File: src/logic/pow5_defs.svh
`ifndef POW5_DEFS_SVH
`define POW5_DEFS_SVH

// ----------------------------------------------------------
// Data path
// ----------------------------------------------------------

// Operand and result width, results are taken modulo 2**12
`define POW5_WIDTH 12

// Highest operand before the counter wraps back to zero
`define POW5_MAX_OPERAND 5

// ----------------------------------------------------------
// Display
// ----------------------------------------------------------

// Digits on the scanned seven-segment display
`define POW5_DIGITS 4

// Clock cycles each digit stays selected
`define POW5_SCAN_CYCLES 4

`endif

File: src/logic/pow5_pkg.sv
`default_nettype none

`include "pow5_defs.svh"

package pow5_pkg;

    // ----------------------------------------------------------
    // Data path types
    // ----------------------------------------------------------

    // Operand or result word
    typedef logic [`POW5_WIDTH - 1:0] data_t;

    // ----------------------------------------------------------
    // Display types
    // ----------------------------------------------------------

    // Segments a..g then dot, a in the top bit, active high
    typedef logic [7:0] seg_t;

    // One-hot digit enables, active high
    // Bit 3 is the leftmost digit
    typedef logic [`POW5_DIGITS - 1:0] digit_t;

endpackage

`default_nettype wire

File: src/logic/operand_counter.sv
`timescale 1ns/100ps
`default_nettype none

`include "pow5_defs.svh"

module operand_counter (
    input  logic              slow_clk,
    input  logic              rst,
    input  logic [3:0]        key,
    output logic              up_vld,
    output pow5_pkg::data_t   up_data
);

    // Just wide enough for 0..max operand
    localparam int cnt_w = $clog2(`POW5_MAX_OPERAND + 1);

    logic [cnt_w - 1:0] cnt;

    // Any key held means a new operand this cycle
    assign up_vld = |key;

    // Wrapping operand counter, steps once per valid cycle
    always_ff @(posedge slow_clk or posedge rst) begin
        if (rst) begin
            cnt <= '0;
        end else if (up_vld) begin
            if (cnt == cnt_w'(`POW5_MAX_OPERAND)) begin
                cnt <= '0;
            end else begin
                cnt <= cnt + 1'b1;
            end
        end
    end

    // Zero-extend to the data width
    assign up_data = pow5_pkg::data_t'(cnt);

endmodule

`default_nettype wire

File: src/logic/pow5_lab_top.sv
`timescale 1ns/100ps
`default_nettype none

module pow5_lab_top (
    input  logic              slow_clk,
    input  logic              rst,
    input  logic [3:0]        key,
    output logic [3:0]        led,
    output pow5_pkg::seg_t    abcdefgh,
    output pow5_pkg::digit_t  digit
);

    // ----------------------------------------------------------
    // Interconnect
    // ----------------------------------------------------------

    // Upstream side
    logic            up_vld;
    pow5_pkg::data_t up_data;

    // Downstream side
    logic            down_vld;
    pow5_pkg::data_t down_data;
    pow5_pkg::data_t down_operand;

    // ----------------------------------------------------------
    // Input, processing, output
    // ----------------------------------------------------------

    operand_counter u_in (
        .slow_clk (slow_clk),
        .rst      (rst),
        .key      (key),
        .up_vld   (up_vld),
        .up_data  (up_data)
    );

    pow5_pipe u_proc (
        .slow_clk     (slow_clk),
        .rst          (rst),
        .up_vld       (up_vld),
        .up_data      (up_data),
        .down_vld     (down_vld),
        .down_data    (down_data),
        .down_operand (down_operand)
    );

    seg7_scan u_out (
        .slow_clk     (slow_clk),
        .rst          (rst),
        .down_vld     (down_vld),
        .down_data    (down_data),
        .down_operand (down_operand),
        .abcdefgh     (abcdefgh),
        .digit        (digit)
    );

    // ----------------------------------------------------------
    // Status LEDs
    // ----------------------------------------------------------

    // Upstream valid on led[3], downstream valid on led[1]
    assign led = {up_vld, 1'b0, down_vld, 1'b0};

endmodule

`default_nettype wire

File: src/logic/pow5_pipe.sv
`timescale 1ns/100ps
`default_nettype none

module pow5_pipe (
    input  logic              slow_clk,
    input  logic              rst,
    input  logic              up_vld,
    input  pow5_pkg::data_t   up_data,
    output logic              down_vld,
    output pow5_pkg::data_t   down_data,
    output pow5_pkg::data_t   down_operand
);

    // ----------------------------------------------------------
    // Stage registers
    // ----------------------------------------------------------

    logic            s1_vld;
    pow5_pkg::data_t s1_op;
    pow5_pkg::data_t s1_sq;

    logic            s2_vld;
    pow5_pkg::data_t s2_op;
    pow5_pkg::data_t s2_p4;

    logic            s3_vld;
    pow5_pkg::data_t s3_op;
    pow5_pkg::data_t s3_p5;

    // ----------------------------------------------------------
    // Valid chain
    // ----------------------------------------------------------

    // No stalls, valid simply shifts one stage per cycle
    always_ff @(posedge slow_clk or posedge rst) begin
        if (rst) begin
            s1_vld <= 1'b0;
            s2_vld <= 1'b0;
            s3_vld <= 1'b0;
        end else begin
            s1_vld <= up_vld;
            s2_vld <= s1_vld;
            s3_vld <= s2_vld;
        end
    end

    // ----------------------------------------------------------
    // Data path
    // ----------------------------------------------------------

    // Stage 1: x and x^2
    always_ff @(posedge slow_clk) begin
        if (up_vld) begin
            s1_op <= up_data;
            s1_sq <= up_data * up_data;
        end
    end

    // Stage 2: x and x^4
    always_ff @(posedge slow_clk) begin
        if (s1_vld) begin
            s2_op <= s1_op;
            s2_p4 <= s1_sq * s1_sq;
        end
    end

    // Stage 3: x and x^5, all products wrap at the data width
    always_ff @(posedge slow_clk) begin
        if (s2_vld) begin
            s3_op <= s2_op;
            s3_p5 <= s2_p4 * s2_op;
        end
    end

    // ----------------------------------------------------------
    // Outputs
    // ----------------------------------------------------------

    assign down_vld     = s3_vld;
    assign down_data    = s3_p5;
    assign down_operand = s3_op;

endmodule

`default_nettype wire

File: src/logic/seg7_scan.sv
`timescale 1ns/100ps
`default_nettype none

`include "pow5_defs.svh"

module seg7_scan (
    input  logic              slow_clk,
    input  logic              rst,
    input  logic              down_vld,
    input  pow5_pkg::data_t   down_data,
    input  pow5_pkg::data_t   down_operand,
    output pow5_pkg::seg_t    abcdefgh,
    output pow5_pkg::digit_t  digit
);

    localparam int idx_w   = $clog2(`POW5_DIGITS);
    localparam int presc_w = $clog2(`POW5_SCAN_CYCLES + 1);

    // Leftmost digit carries the operand
    localparam logic [idx_w - 1:0] op_idx = idx_w'(`POW5_DIGITS - 1);

    pow5_pkg::data_t op_q;
    pow5_pkg::data_t res_q;
    logic            shown;

    logic [presc_w - 1:0]         presc;
    logic [idx_w - 1:0]           idx;
    logic [idx_w - 1:0]           sel;
    logic [4 * `POW5_DIGITS - 1:0] disp_word;
    logic [3:0]                   nibble;
    logic                         blank;

    // ----------------------------------------------------------
    // Latest result capture
    // ----------------------------------------------------------

    always_ff @(posedge slow_clk or posedge rst) begin
        if (rst) begin
            op_q  <= '0;
            res_q <= '0;
            shown <= 1'b0;
        end else if (down_vld) begin
            op_q  <= down_operand;
            res_q <= down_data;
            shown <= 1'b1;
        end
    end

    // ----------------------------------------------------------
    // Digit scan
    // ----------------------------------------------------------

    // Prescaler and index, index counts down 3, 2, 1, 0
    always_ff @(posedge slow_clk or posedge rst) begin
        if (rst) begin
            presc <= '0;
            idx   <= op_idx;
        end else if (presc == presc_w'(`POW5_SCAN_CYCLES - 1)) begin
            presc <= '0;
            if (idx == '0) begin
                idx <= op_idx;
            end else begin
                idx <= idx - 1'b1;
            end
        end else begin
            presc <= presc + 1'b1;
        end
    end

    // Digit enable and its index follow the scan index by one cycle
    // so each position gets a full period
    always_ff @(posedge slow_clk or posedge rst) begin
        if (rst) begin
            digit <= '0;
            sel   <= op_idx;
        end else begin
            digit <= pow5_pkg::digit_t'(1) << idx;
            sel   <= idx;
        end
    end

    // ----------------------------------------------------------
    // Segment decode
    // ----------------------------------------------------------

    // Standard hex font, dot bit always clear
    function automatic pow5_pkg::seg_t hex_to_seg(input logic [3:0] nib);
        pow5_pkg::seg_t seg;
        case (nib)
            4'h0:    seg = 8'b1111_1100;
            4'h1:    seg = 8'b0110_0000;
            4'h2:    seg = 8'b1101_1010;
            4'h3:    seg = 8'b1111_0010;
            4'h4:    seg = 8'b0110_0110;
            4'h5:    seg = 8'b1011_0110;
            4'h6:    seg = 8'b1011_1110;
            4'h7:    seg = 8'b1110_0000;
            4'h8:    seg = 8'b1111_1110;
            4'h9:    seg = 8'b1111_0110;
            4'ha:    seg = 8'b1110_1110;
            4'hb:    seg = 8'b0011_1110;
            4'hc:    seg = 8'b1001_1100;
            4'hd:    seg = 8'b0111_1010;
            4'he:    seg = 8'b1001_1110;
            default: seg = 8'b1000_1110;
        endcase
        return seg;
    endfunction

    // Operand nibble on the left, 12-bit result on the right
    assign disp_word = {op_q[3:0], res_q};
    assign nibble    = disp_word[sel * 4 +: 4];

    // Nothing lit with no digit enabled
    // Result digits stay dark until a result has arrived
    assign blank = (digit == '0) || ((sel != op_idx) && !shown);

    assign abcdefgh = blank ? '0 : hex_to_seg(nibble);

endmodule

`default_nettype wire

File: config.mk
export PLATFORM = sky130hd
export DESIGN_NAME = pow5_lab_top
export DESIGN_NICKNAME = d
export VERILOG_FILES = /design/src/logic/pow5_pkg.sv /design/src/logic/operand_counter.sv /design/src/logic/pow5_lab_top.sv /design/src/logic/pow5_pipe.sv /design/src/logic/seg7_scan.sv
export VERILOG_INCLUDE_DIRS = /design/src /design/src/logic
export SDC_FILE = /design/constraint.sdc
export NUM_CORES = 1
export LEC_CHECK = 0
export BUFFER_PORTS_ARGS = -buffer_cell sky130_fd_sc_hd__buf_2
export CAP_MARGIN = 20
export CORE_ASPECT_RATIO = 0.75
export CORE_MARGIN = 5
export CORE_UTILIZATION = 60
export CTS_BUF_LIST = sky130_fd_sc_hd__clkbuf_2 sky130_fd_sc_hd__clkbuf_4 sky130_fd_sc_hd__clkbuf_8
export DETAILED_ROUTE_END_ITERATION = 16
export PLACE_DENSITY = 0.78
export SLEW_MARGIN = 20
export SYNTH_ARGS = -nofsm -noshare
export SYNTH_HDL_FRONTEND = slang
export SYNTH_SLANG_ARGS = --single-unit
File: constraint.sdc
create_clock -name slow_clk -period 4 [get_ports slow_clk]
set_input_delay 0.2 -clock slow_clk [delete_from_list [all_inputs] [get_ports slow_clk]]
set_output_delay 0.2 -clock slow_clk [all_outputs]
set_load 0.01 [all_outputs]
==> summary.txt <==
Status
  • Status: finished clean

Logic synthesis
  • Post-Syn Instances: 354
  • Top-count cell post-synth: inv_1
  • Synth warn: 0
  • Post-synth top flop: edfxtp_1
  • Mean Syn Cell Area: 11.5 um2
  • Post-synth top area share: 0.251
  • Top post-synthesis cells by area: edfxtp_1 (25%), dfrtp_1 (17%), ha_1 (13%)
  • Post-synth ARST share: 0.485
  • Sequential-to-total area share from yosys stat: 0.449
  • Synthesized flop and latch total: 66
  • Mapped Area: 4070 um2
  • Synth cell types: 49
  • EDFF count, synth: 34
  • Most frequent cells after synthesis: inv_1 (45), ha_1 (42), nand2_1 (40)
  • Synth area leader: edfxtp_1

Worst setup path
  • WP buf/inv: 3
  • CP required: 4.10 ns
  • Startpoint types: flip-flop
  • Slowest stage delay, CP: 0.52 ns
  • CP max FO: 4
  • Worst path top cell family by delay: adder cells
  • Reg2Reg Depth: 15
  • Crit path DAT: 3.90 ns
  • Crit-path cells: nand2_1 > fa_1 > inv_1 > ha_1 > fa_1 > ha_1 > inv_1 > fa_1 > inv_1 > ha_1 > nand3_1 > o211ai_1 > nor4_1 > nor3_1 > xnor2_1
  • Crit. End Element: flip-flop
  • CP max-delay cell: fa_1
  • Levels on crit path: 15
  • Critical setup path kind: flip-flop to flip-flop

STA
  • Slew margin rel.: 0.239
  • Final hold viol count: 0
  • Worst-margin pin slew: 1.13 ns
  • Final Skew: 0.0123 ns
  • Fmax: 0.263 GHz
  • Final Max Slew Viols: 0
  • Final TNS setup: 0 ns
  • Final Setup Violations: 0
  • Minimum clock period: 3.81 ns
  • Final period utilization: 0.951

Route
  • TritonRoute pass-1 iters: 5
  • DRT antenna net count: 0
  • Initial DRC Count: 105
  • Highest Signal Layer: met4
  • Met1 Wirelength: 2940 um
  • Routed WL: 6280 um
  • Vias after detailed routing: 2461
  • Met3 wire len: 289 um
  • DRC viols: 0
  • Vias/cell: 5.24
  • Avg WL per Cell: 13.4 um
  • Metal2 WL: 2960 um

Placement
  • IO buf count: 18
  • DP Cell Count: 450
  • GP Congestion: 0.809
  • Post-placement cell area: 4220 um2
  • Post-DP HPWL: 4870 um

Floorplan
  • IO Pins: 22
  • Starting density of the core: 0.608
  • Core area: 6700 um2
  • Row count: 26
  • Die ar.: 8550 um2
  • Die H: 81.3 um
  • Die W: 105 um

GRT
  • Total gr overflow: 0
  • Number of global-route vias before repair: 2385
  • Largest net degree at the start of global routing: 33
  • Initial antenna violation count: 0
  • GRT Total Usage: 0.159
  • Global-route wire length before repair: 10800 um

Power and ir drop
  • Gate power share: 0.484
  • PwrDens: 773 nW/um2
  • Flop pwr share: 0.365
  • Net switching fraction of the power: 0.394
  • Leak pwr: 2.08 nW
  • Clock share of power: 0.151
  • P_int: 0.00207 W
  • Power Total: 0.00342 W
  • Psw: 0.00135 W
  • Peak supply drop: 428 uV

Hold path
  • Hold WC Path Type: input port to flip-flop
  • Worst Hold Depth: 2

Clock network
  • Clock-pin slew on the worst setup and hold paths: 0.08 ns
  • Bufs on Longest Clock Path: 2
  • CTS tree: built
  • Worst skew pair latency: 0.34 ns
  • H-tree depth: 3
  • TritonCTS Buffers: 9
  • Clock Sinks: 66
  • Root Buffer: clkbuf_8

Layout
  • Fillers: 521
  • Fraction of final layout cells sized beyond drive strength 1: 0.184
  • Area occupied by multi-input gates: 2010 um2
  • FF/Latch Area: 1830 um2
  • Nets: 444
  • Ant diodes: 0
  • Area Growth Syn to Fin: 8.82%
  • Design Area, Final: 4430 um2
  • Finished Core Util: 0.661
  • Final cell count without fillers: 470

Job
  • Max_cap viols: 0
==> repair_timing <==
| item | in CTS | in global routing |
|---|---|---|
| buffers inserted | 0 | 3 |
| hold endpoints to repair | 28 | 0 |
| setup endpoints to repair | 0 | 1 |
| resized for setup | 0 | 0 |
| hold buffers | 1 | 0 |
==> power by group through the flow <==
stage,Combinational [W],Clock [W],Sequential [W]
finish,0.00166,0.000517,0.00125
global route,0.00191,0.000567,0.00128
CTS,0.00166,0.000534,0.00125
detailed placement,0.00165,0,0.00127
global placement,0.00157,0,0.00125
floorplan,0.00137,0,0.00117
==> through the flow <==
stage | worst slack, ns | hold WS (ns)
CTS | 0.141 | 0.380
global placement | 0.273 | 0.294
floorplan | 0.388 | 0.313
finish | 0.195 | 0.398
detailed placement | 0.165 | 0.301
global route | -0.00703 | 0.400
==> worst paths after layout <==
kind                                     to  slack [ns]            start
max                        u_proc.s2_p4[11]        0.19  u_proc.s1_sq[5]
max reg2reg                u_proc.s2_p4[11]        0.19  u_proc.s1_sq[5]
min reg2reg                    u_out.sel[0]        0.41     u_out.idx[0]
max in group asynchronous      u_out.sel[1]        3.18              rst
min                           u_proc.s1_vld        0.40           key[2]
min in group asynchronous    u_out.presc[0]        0.48              rst
==> cell type report <==
class / count / share of cell area
repair buffers: 23 / 0.0294
well taps: 84 / 0.0237
flip-flops and latches: 66 / 0.412
clock buffers: 9 / 0.0280
multi-input cells: 235 / 0.454
clock inverters: 7 / 0.0133
inverters: 46 / 0.0390
==> logic make-up (layout without fill, tap and decap cells) <==
logic type / Yosys count / count (layout) / synth area share
flip-flops: 66 / 66 / 0.449
multiplexers: 21 / 21 / 0.0624
AO/OA/AOI/OAI: 36 / 36 / 0.0670
AND/OR/NAND/NOR: 91 / 91 / 0.109
adder cells (fa/ha/maj): 57 / 57 / 0.203
buffers and inverters: 60 / 85 / 0.0633
XOR/XNOR: 21 / 21 / 0.0452
other: 2 / 9 / 0.00184
==> cell usage in the layout, fill, tap and decap left out, types with 3 or more instances in the layout <==
cell	n
and2_1	15
nand3_1	3
fa_1	15
xor2_1	5
o21bai_1	3
dfrtp_1	28
nand2_1	40
clkbuf_8	9
xnor2_1	16
inv_1	45
mux2i_1	4
nand2b_1	3
a21o_1	3
mux2_2	15
nor3_1	4
dfstp_2	4
buf_2	18
conb_1	9
buf_4	4
nor2b_1	5
ha_1	42
edfxtp_1	34
nor2_1	12
a21oi_1	9
o21ai_0	4
inv_6	3
==> flip-flops by register name, summed over array words and instances, names as in the netlist <==
register and flops:
u_proc.s1_op 3, u_proc.s2_p4 11, u_out.presc 3, u_proc.down_operand 3, u_proc.s1_sq 4, u_out.sel 2
u_out.res_q 11, u_out.digit 4, u_proc.s2_op 2, u_proc.s1_vld 1, u_proc.down_data 11, u_proc.down_vld 1
u_proc.s2_vld 1, u_out.shown 1, u_out.idx 2, u_out.op_q 3, u_in.cnt 3
==> layer usage <==
layer / vias up / track usage
li1: 1237 / -
met5: - / 0
met1: 1159 / 0.219
met3: 8 / 0.0437
met4: 0 / 0.0626
met2: 57 / 0.242
==> worst reg2reg max path, delay by kind of cell, from the launching register on <==
family / cells / cell delay [ns]
adder cells (fa/ha/maj): 6 / 2.18
buffers and inverters: 3 / 0.19
AO/OA/AOI/OAI: 1 / 0.21
XOR/XNOR: 1 / 0.08
AND/OR/NAND/NOR: 4 / 0.49
flip-flops: 1 / 0.40
Power figures use the tool's default switching activity.
